### config.mk
export PLATFORM = sky130hd
export DESIGN_NAME = uart_top
export DESIGN_NICKNAME = d
export VERILOG_FILES = /design/src/design/uart_cfg_pkg.sv /design/src/design/uart_types_pkg.sv /design/src/design/uart_baud_gen.sv /design/src/design/uart_rx.sv /design/src/design/uart_tx.sv /design/src/design/uart_fifo.sv /design/src/design/uart_top.sv
export SDC_FILE = /design/constraint.sdc
export NUM_CORES = 1
export LEC_CHECK = 0
export BUFFER_PORTS_ARGS = -buffer_cell sky130_fd_sc_hd__clkbuf_2
export CORE_UTILIZATION = 47
export CTS_BUF_LIST = sky130_fd_sc_hd__clkbuf_8
export CTS_CLUSTER_DIAMETER = 120
export DETAILED_ROUTE_END_ITERATION = 12
export PLACE_DENSITY = 0.74
export SLEW_MARGIN = 20
export SYNTH_ARGS = -nofsm -noshare
export SYNTH_HDL_FRONTEND = slang
export SYNTH_SLANG_ARGS = --single-unit
### constraint.sdc
create_clock -name clk_i -period 2.5 [get_ports clk_i]
set_input_delay 0.125 -clock clk_i [delete_from_list [all_inputs] [get_ports clk_i]]
set_output_delay 0.125 -clock clk_i [all_outputs]
set_load 0.02 [all_outputs]
### src/design/uart_cfg_pkg.sv
package uart_cfg_pkg;

   // ----------------------------------------------------------
   // bit timing
   // ----------------------------------------------------------

   localparam int CLKS_PER_TICK = 4;   // kept small so that simulation runs fast.
   localparam int OVERSAMPLE    = 16;  // ticks in one bit time.
   localparam int HALF_BIT      = 8;   // ticks from the start edge to mid start bit.

   // ----------------------------------------------------------
   // frame and buffering
   // ----------------------------------------------------------

   localparam int DATA_BITS  = 8;
   localparam int FIFO_DEPTH = 8;

   // ----------------------------------------------------------
   // counter widths derived from the values above
   // ----------------------------------------------------------

   localparam int DIV_W      = (CLKS_PER_TICK > 1) ? $clog2(CLKS_PER_TICK) : 1;
   localparam int TICK_CNT_W = $clog2(OVERSAMPLE);
   localparam int BIT_CNT_W  = $clog2(DATA_BITS);

endpackage

### src/design/uart_types_pkg.sv
package uart_types_pkg;

   // ----------------------------------------------------------
   // payload types shared by the datapath
   // ----------------------------------------------------------

   // one data byte, as queued for sending and as received.
   typedef logic [uart_cfg_pkg::DATA_BITS-1:0] uart_byte_t;

   // a received frame with its framing status.
   typedef struct packed {
      uart_byte_t data;       // bits in arrival order, first bit at the lsb.
      logic       frame_err;  // set when the stop bit sampled low.
   } rx_frame_t;

endpackage

### src/design/uart_baud_gen.sv
`timescale 1ns/1ps

module uart_baud_gen (
   input  logic clk_i,
   input  logic rst_i,
   output logic tick_o
);

   typedef logic [uart_cfg_pkg::DIV_W-1:0] div_cnt_t;

   div_cnt_t div_cnt;
   logic     wrap;

   assign wrap   = (div_cnt == div_cnt_t'(uart_cfg_pkg::CLKS_PER_TICK - 1));
   assign tick_o = wrap;  // one clock wide, once per divider period.

   always_ff @(posedge clk_i) begin
      if (!rst_i) begin
         div_cnt <= '0;
      end else if (wrap) begin
         div_cnt <= '0;
      end else begin
         div_cnt <= div_cnt + 1'b1;
      end
   end

   tick_period_a: assert property (
      @(posedge clk_i) disable iff (!rst_i)
      tick_o |=> !tick_o [*(uart_cfg_pkg::CLKS_PER_TICK - 1)] ##1 tick_o
   );

endmodule

### src/design/uart_rx.sv
`timescale 1ns/1ps

module uart_rx (
   input  logic                      clk_i,
   input  logic                      rst_i,
   input  logic                      tick_i,
   input  logic                      rx_i,
   input  logic                      rx_en_i,
   output uart_types_pkg::rx_frame_t frame_o,
   output logic                      done_o
);

   typedef enum logic [1:0] {
      idle_s,
      data_s,
      stop_s
   } rx_state_t;

   typedef logic [uart_cfg_pkg::TICK_CNT_W-1:0] tick_cnt_t;
   typedef logic [uart_cfg_pkg::BIT_CNT_W-1:0]  bit_cnt_t;

   rx_state_t                  state;
   rx_state_t                  state_n;
   tick_cnt_t                  tick_cnt;
   tick_cnt_t                  tick_cnt_n;
   bit_cnt_t                   bit_cnt;
   bit_cnt_t                   bit_cnt_n;
   uart_types_pkg::uart_byte_t shreg;
   uart_types_pkg::uart_byte_t shreg_n;
   uart_types_pkg::rx_frame_t  frame_n;
   logic                       done_n;
   logic                       half_hit;
   logic                       bit_end;

   assign half_hit = (tick_cnt == tick_cnt_t'(uart_cfg_pkg::HALF_BIT - 1));
   assign bit_end  = (tick_cnt == tick_cnt_t'(uart_cfg_pkg::OVERSAMPLE - 1));

   // ----------------------------------------------------------
   // next state
   // ----------------------------------------------------------

   always_comb begin
      state_n    = state;
      tick_cnt_n = tick_cnt;
      bit_cnt_n  = bit_cnt;
      shreg_n    = shreg;
      frame_n    = frame_o;
      done_n     = 1'b0;
      if (rx_en_i && tick_i) begin
         case (state)
            idle_s: begin
               if (rx_i) begin
                  tick_cnt_n = '0;  // a short glitch does not count as a start.
               end else if (half_hit) begin
                  state_n    = data_s;
                  tick_cnt_n = '0;
               end else begin
                  tick_cnt_n = tick_cnt + 1'b1;
               end
            end
            data_s: begin
               if (bit_end) begin
                  shreg_n    = {rx_i, shreg[uart_cfg_pkg::DATA_BITS-1:1]};
                  tick_cnt_n = '0;
                  bit_cnt_n  = bit_cnt + 1'b1;
                  if (bit_cnt == bit_cnt_t'(uart_cfg_pkg::DATA_BITS - 1)) begin
                     state_n   = stop_s;
                     bit_cnt_n = '0;
                  end
               end else begin
                  tick_cnt_n = tick_cnt + 1'b1;
               end
            end
            stop_s: begin
               if (bit_end) begin
                  frame_n.data      = shreg;
                  frame_n.frame_err = ~rx_i;
                  done_n            = 1'b1;
                  state_n           = idle_s;
                  tick_cnt_n        = '0;
               end else begin
                  tick_cnt_n = tick_cnt + 1'b1;
               end
            end
            default: begin
               state_n = idle_s;
            end
         endcase
      end
   end

   always_ff @(posedge clk_i) begin
      if (!rst_i) begin
         state    <= idle_s;
         tick_cnt <= '0;
         bit_cnt  <= '0;
         done_o   <= 1'b0;
      end else begin
         state    <= state_n;
         tick_cnt <= tick_cnt_n;
         bit_cnt  <= bit_cnt_n;
         done_o   <= done_n;
      end
      shreg   <= shreg_n;
      frame_o <= frame_n;
   end

   done_pulse_a: assert property (
      @(posedge clk_i) disable iff (!rst_i) done_o |=> !done_o
   );

endmodule

### src/design/uart_tx.sv
`timescale 1ns/1ps

module uart_tx (
   input  logic                       clk_i,
   input  logic                       rst_i,
   input  logic                       tick_i,
   input  logic                       req_i,
   input  uart_types_pkg::uart_byte_t data_i,
   output logic                       pop_o,
   output logic                       tx_o
);

   typedef enum logic [1:0] {
      idle_s,
      start_s,
      data_s,
      stop_s
   } tx_state_t;

   typedef logic [uart_cfg_pkg::TICK_CNT_W-1:0] tick_cnt_t;
   typedef logic [uart_cfg_pkg::BIT_CNT_W-1:0]  bit_cnt_t;

   tx_state_t                  state;
   tx_state_t                  state_n;
   tick_cnt_t                  tick_cnt;
   tick_cnt_t                  tick_cnt_n;
   bit_cnt_t                   bit_cnt;
   bit_cnt_t                   bit_cnt_n;
   uart_types_pkg::uart_byte_t shreg;
   uart_types_pkg::uart_byte_t shreg_n;
   logic                       tx_n;
   logic                       bit_end;

   assign bit_end = tick_i && (tick_cnt == tick_cnt_t'(uart_cfg_pkg::OVERSAMPLE - 1));

   // a new byte is taken from idle or straight at the end of a stop bit.
   assign pop_o = tick_i && req_i && ((state == idle_s) || ((state == stop_s) && bit_end));

   always_comb begin
      state_n    = state;
      tick_cnt_n = tick_cnt;
      bit_cnt_n  = bit_cnt;
      shreg_n    = shreg;
      if (pop_o) begin
         state_n    = start_s;
         tick_cnt_n = '0;
         bit_cnt_n  = '0;
         shreg_n    = data_i;
      end else if (tick_i && (state != idle_s)) begin
         tick_cnt_n = tick_cnt + 1'b1;
         if (bit_end) begin
            tick_cnt_n = '0;
            case (state)
               start_s: state_n = data_s;
               data_s: begin
                  shreg_n = shreg >> 1;  // next data bit moves to the lsb.
                  if (bit_cnt == bit_cnt_t'(uart_cfg_pkg::DATA_BITS - 1)) begin
                     state_n = stop_s;
                  end else begin
                     bit_cnt_n = bit_cnt + 1'b1;
                  end
               end
               default: state_n = idle_s;
            endcase
         end
      end
   end

   always_comb begin
      case (state_n)
         start_s: tx_n = 1'b0;
         data_s:  tx_n = shreg_n[0];
         default: tx_n = 1'b1;  // idle and stop hold the line high.
      endcase
   end

   always_ff @(posedge clk_i) begin
      if (!rst_i) begin
         state    <= idle_s;
         tick_cnt <= '0;
         bit_cnt  <= '0;
         tx_o     <= 1'b1;
      end else begin
         state    <= state_n;
         tick_cnt <= tick_cnt_n;
         bit_cnt  <= bit_cnt_n;
         tx_o     <= tx_n;
      end
      shreg <= shreg_n;
   end

   idle_high_a: assert property (
      @(posedge clk_i) disable iff (!rst_i) (state == idle_s) |-> tx_o
   );

endmodule

### src/design/uart_fifo.sv
`timescale 1ns/1ps

module uart_fifo #(
   parameter type payload_t = logic,
   parameter int  DEPTH     = 8
) (
   input  logic     clk_i,
   input  logic     rst_i,
   input  logic     push_i,
   input  payload_t data_i,
   input  logic     pop_i,
   output payload_t data_o,
   output logic     full_o,
   output logic     not_empty_o
);

   localparam int PTR_W = (DEPTH > 1) ? $clog2(DEPTH) : 1;
   localparam int CNT_W = $clog2(DEPTH + 1);

   payload_t         mem [DEPTH];
   logic [PTR_W-1:0] rd_ptr;
   logic [PTR_W-1:0] wr_ptr;
   logic [CNT_W-1:0] count;
   logic             do_push;
   logic             do_pop;

   // pointers wrap at DEPTH, which need not be a power of two.
   function automatic logic [PTR_W-1:0] next_ptr(input logic [PTR_W-1:0] ptr);
      if (ptr == PTR_W'(DEPTH - 1)) begin
         return '0;
      end
      return ptr + 1'b1;
   endfunction

   assign do_push     = push_i && !full_o;
   assign do_pop      = pop_i && not_empty_o;
   assign full_o      = (count == CNT_W'(DEPTH));
   assign not_empty_o = (count != '0);
   assign data_o      = mem[rd_ptr];  // head is visible without a pop.

   always_ff @(posedge clk_i) begin
      if (!rst_i) begin
         rd_ptr <= '0;
         wr_ptr <= '0;
         count  <= '0;
      end else begin
         if (do_push) wr_ptr <= next_ptr(wr_ptr);
         if (do_pop)  rd_ptr <= next_ptr(rd_ptr);
         count <= count + CNT_W'(do_push) - CNT_W'(do_pop);
      end
      if (do_push) mem[wr_ptr] <= data_i;
   end

   count_bound_a: assert property (
      @(posedge clk_i) disable iff (!rst_i) count <= CNT_W'(DEPTH)
   );

endmodule

### src/design/uart_top.sv
`timescale 1ns/1ps

module uart_top (
   input  logic                       clk_i,
   input  logic                       rst_i,
   input  logic                       rx_i,
   input  logic                       rx_en_i,
   input  uart_types_pkg::uart_byte_t tx_data_i,
   input  logic                       tx_push_i,
   input  logic                       rx_pop_i,
   output logic                       tx_o,
   output logic                       tx_full_o,
   output uart_types_pkg::rx_frame_t  rx_frame_o,
   output logic                       rx_valid_o
);

   logic                       tick;
   logic                       rx_done;
   uart_types_pkg::rx_frame_t  rx_frame;
   logic                       tx_req;
   logic                       tx_pop;
   uart_types_pkg::uart_byte_t tx_byte;

   // ----------------------------------------------------------
   // timing and receive path
   // ----------------------------------------------------------

   uart_baud_gen uart_baud_gen_inst (
      .clk_i  (clk_i),
      .rst_i  (rst_i),
      .tick_o (tick)
   );

   uart_rx uart_rx_inst (
      .clk_i   (clk_i),
      .rst_i   (rst_i),
      .tick_i  (tick),
      .rx_i    (rx_i),
      .rx_en_i (rx_en_i),
      .frame_o (rx_frame),
      .done_o  (rx_done)
   );

   // frames arriving while full are dropped by the FIFO itself.
   uart_fifo #(
      .payload_t (uart_types_pkg::rx_frame_t),
      .DEPTH     (uart_cfg_pkg::FIFO_DEPTH)
   ) rx_fifo_inst (
      .clk_i       (clk_i),
      .rst_i       (rst_i),
      .push_i      (rx_done),
      .data_i      (rx_frame),
      .pop_i       (rx_pop_i),
      .data_o      (rx_frame_o),
      .full_o      (),
      .not_empty_o (rx_valid_o)
   );

   // ----------------------------------------------------------
   // transmit path
   // ----------------------------------------------------------

   uart_fifo #(
      .payload_t (uart_types_pkg::uart_byte_t),
      .DEPTH     (uart_cfg_pkg::FIFO_DEPTH)
   ) tx_fifo_inst (
      .clk_i       (clk_i),
      .rst_i       (rst_i),
      .push_i      (tx_push_i),
      .data_i      (tx_data_i),
      .pop_i       (tx_pop),
      .data_o      (tx_byte),
      .full_o      (tx_full_o),
      .not_empty_o (tx_req)
   );

   uart_tx uart_tx_inst (
      .clk_i  (clk_i),
      .rst_i  (rst_i),
      .tick_i (tick),
      .req_i  (tx_req),
      .data_i (tx_byte),
      .pop_o  (tx_pop),
      .tx_o   (tx_o)
   );

endmodule

==> results by group <==
Synth
  • Yosys cell types: 50
  • Top FF cell, synth: edfxtp_1
  • #FFs+latches synth: about 210
  • Post-synthesis simple-gate area fraction: 0.0800
  • Cell Area, Synth: 8570 sq um
  • Top cells by area, synth: edfxtp_1, dfxtp_1, mux4_1
  • Mux cell area share after synthesis: 0.121
  • Synth Area in Adders: 0.0529
  • Syn_nets: about 600
  • EDFF count, synth: 160
  • Area leader, netlist: edfxtp_1
  • Share of the synthesized area in the top cell type: 0.561
  • Asr flop ratio synth: 0
  • Largest family of logic cells by synthesized area: multiplexers
  • XOR/XNOR Fraction of Synth Area: 0.00818
  • Part of the Yosys area used for sequential elements: 0.675
  • Yosys Warn Count: 0
  • Synth Area in Compound Gates: 0.0383
  • Post-Syn Area per Cell: ~16 sq um
  • Mapped Cells: roughly 540

Floorplan
  • Die height: about 140 um
  • I/O pin cnt: 26
  • Starting density of the core: 0.479
  • Row cnt: around 50
  • Core Region: roughly 18000 sq um
  • Die width: between 100 and 150 um
  • Die area: roughly 19000 sq um

Detailed routing
  • # DRC: 0
  • Routed wire length: ~15000 um
  • Post-route ant nets: 0
  • Iteration-0 DRC Markers: between 150 and 200
  • First-pass iteration count of the detailed router: 5
  • Via density: around 5.3
  • Vias: about 4.6k
  • Detail-routed net length per standard cell: approximately 17 um

Clocking
  • Cts bufs inserted: 34
  • Num Clock Sinks: roughly 210
  • Clock latency at the later pin of the worst-skew pair: approximately 500 ps
  • Clock Tree Root: clkbuf_8
  • Reg clk slew, reported paths: 60 ps
  • Clock Tree Buf Depth: 3
  • H-tree depth: 2
  • CTS tree: done

Pwr
  • LEAKAGE: ~3.5 nW
  • Max VDD drop: approximately 0.00051 V
  • Pwr Total: about 0.008 W
  • PwrDens: roughly 800 nW/um^2

Worst hold path
  • Hold path endpoint: tx_fifo_inst.wr_ptr[0]
  • Worst hold stages: 4
  • Worst hold path type: in -> reg
  • Hold_sp: tx_push_i

Global routing
  • Initial antenna violation count: 0
  • Gr usage total: 0.166
  • Largest net degree at the start of global routing: 26
  • Total gr overflow: 0
  • Number of global-route vias before repair: between 4k and 5k
  • First-pass GRT wire length: between 20000 and 25000 um

Worst setup path
  • CP Max Fanout: 5
  • Slowest stage delay, CP: just over 400 ps
  • Data arrival, critical path: 2730 ps
  • Worst-path cell chain: inv_2, ha_1, or3b_4, nand2_4, inv_1, ha_1, inv_1, ha_1, inv_1, fa_1, xor2_1, nor2_1
  • Worst Path Buf+Inv: 4
  • R2R Path Start: rx_fifo_inst.count[2]
  • Required @ worst endpoint: 2900 ps
  • Worst R2R Path Depth: 12
  • CP top delay family: adder cells
  • Critical Path Slowest Stage Cell: or3b_4
  • Reg2reg end: rx_fifo_inst.count[2]
  • CP Capture Type: flop
  • Flop-to-flop setup slack: roughly 160 ps
  • Startpoint Class: flop
  • Setup Crit Path Kind: reg -> reg

Outcome
  • Status: finished, final reports clean

Placed design
  • Dpl hpwl: between 9000 and 10000 um
  • Buffers on Ports: 25
  • Final Wtd Congestion: ~0.8

STA
  • Final hold vios: 0
  • Final setup violation count: 0
  • TNS Setup: 0 ps
  • Final hold slack: 93.6 ps
  • Least-Margin Pin Slew: ~710 ps
  • Worst relative slew slack: 0.523
  • Period utilisation layout: 0.934
  • Clock skew: between 20 and 25 ps
  • Crit path time final: between 2000 and 2500 ps
  • Slew Viols, Final: 0
  • Max Clock Freq: between 0.4 and 0.5 GHz
  • RSZ-0062 raised after global routing: no

Layout
  • Layout Area Growth over Synthesis: 14.7%
  • ANT cells: 0
  • Filler cells: approximately 1.4k
  • Final Util: 0.549
  • Most common cell after layout, fill and taps aside: edfxtp_1
  • Share of cells above drive strength 1: 0.199
  • Nets@finish: between 600 and 700
  • Most frequent cells in the layout: edfxtp_1, dfxtp_1, inv_1, clkbuf_8, nand2_1

Run
  • Max_cap viols: 0
-- flip-flops by register name (all words and copies together), names as in the netlist, 4 cells and up, named ones only --
name	flops
rx_fifo_inst.count	4
uart_tx_inst.shreg	8
uart_tx_inst.tick_cnt	4
rx_fifo_inst.mem	72
tx_fifo_inst.count	4
uart_rx_inst.tick_cnt	4
uart_rx_inst.frame_o	9
tx_fifo_inst.mem	64
uart_rx_inst.shreg	8
-- worst reg2reg max path, stage by stage (launching register included) --
cell	delay (ps)
dfxtp_1	310
inv_2	70
ha_1	150
or3b_4	410
nand2_4	100
inv_1	50
ha_1	260
inv_1	70
ha_1	170
inv_1	60
fa_1	380
xor2_1	160
nor2_1	50
-- final cells by class --
type,count,area [sq um],area share
clock buffer,39,537,0.0546
multi-input combinational,285,2580,0.263
tap,229,287,0.0291
inverter,27,101,0.0103
timing repair buffer,60,415,0.0423
clock inverter,22,123,0.0125
sequential,209,5790,0.589
-- where the power goes --
| part | internal [W] | switching [W] | leakage [nW] | total (W) |
|---|---|---|---|---|
| sequential | 0.00386 | 0.0000966 | 1.84 | 0.00396 |
| clock | 0.00154 | 0.00128 | 0.393 | 0.00282 |
| combinational | 0.000529 | 0.000569 | 1.30 | 0.00110 |
| total | 0.00593 | 0.00195 | 3.53 | 0.00787 |
-- cell usage after synthesis (2+ instances only) --
cell type	n
and3_1	5
a21oi_1	32
or2_2	2
o21ai_0	12
xor2_1	4
or3_1	6
nor2_1	25
a21o_1	3
nand2_1	35
nand3_1	17
nor4_1	2
nor2b_1	3
inv_1	27
mux2_2	9
dfxtp_1	49
mux4_2	16
nor3b_1	2
clkbuf_1	5
nand2b_1	6
nand4_1	2
and2_1	5
buf_6	2
buf_4	2
buf_2	6
fa_1	2
mux4_1	18
xnor2_1	4
edfxtp_1	160
nand3b_1	2
nor3_1	13
mux2i_1	10
nor4bb_1	2
ha_1	33
-- timing repair --
item | CTS | global route
setup buffers | 0 | 0
hold buffers | 11 | 0
endpoints found under the setup margin | 1 | 3
pin swaps | 0 | 1
resized for setup | 1 | 3
hold endpoints to repair | 75 | 0
-- routing by layer --
layer | wire length [um] | GRT usage | share of wire | up-vias
li1 | - | - | - | 2218
met1 | 6150 | 0.195 | 0.42 | 2302
met2 | 7720 | 0.298 | 0.53 | 73
met3 | 471 | 0.0330 | 0.032 | 22
met4 | 232 | 0.0611 | 0.016 | 0
met5 | 0 | 0 | 0 | -
-- kinds of logic (layout without fill, tap and decap cells) --
logic type               Yosys count  after routing
XOR/XNOR                           8              8
AND/OR/NAND/NOR                  133            133
multiplexers                      53             53
adder cells (fa/ha/maj)           35             35
flip-flops                       209            209
AO/OA/AOI/OAI                     56             56
buffers and inverters             44            148
-- per-stage QoR --
stage	cells	setup slack, ps	instance area [sq um]
after floorplan	538	104	8570
after global placement	799	132	9050
after detailed placement	799	-7.83	9050
after CTS	871	20.1	9820
after global routing	871	4.47	9830
final	871	164	9830
-- worst max-delay path by stage --
stage,start,to,slack (ps),cells after the start
after floorplan,rx_fifo_inst.count[2],rx_fifo_inst.count[2],100,12
after global placement,rx_fifo_inst.count[2],rx_fifo_inst.count[2],130,12
after detailed placement,rx_fifo_inst.count[2],rx_fifo_inst.count[2],-8,12
after CTS,rx_fifo_inst.count[2],rx_fifo_inst.count[2],20,12
after global routing,rx_fifo_inst.count[2],rx_fifo_inst.count[2],4,12
final,rx_fifo_inst.count[2],rx_fifo_inst.count[2],160,12
No activity file was read; power rests on OpenSTA's default activity.
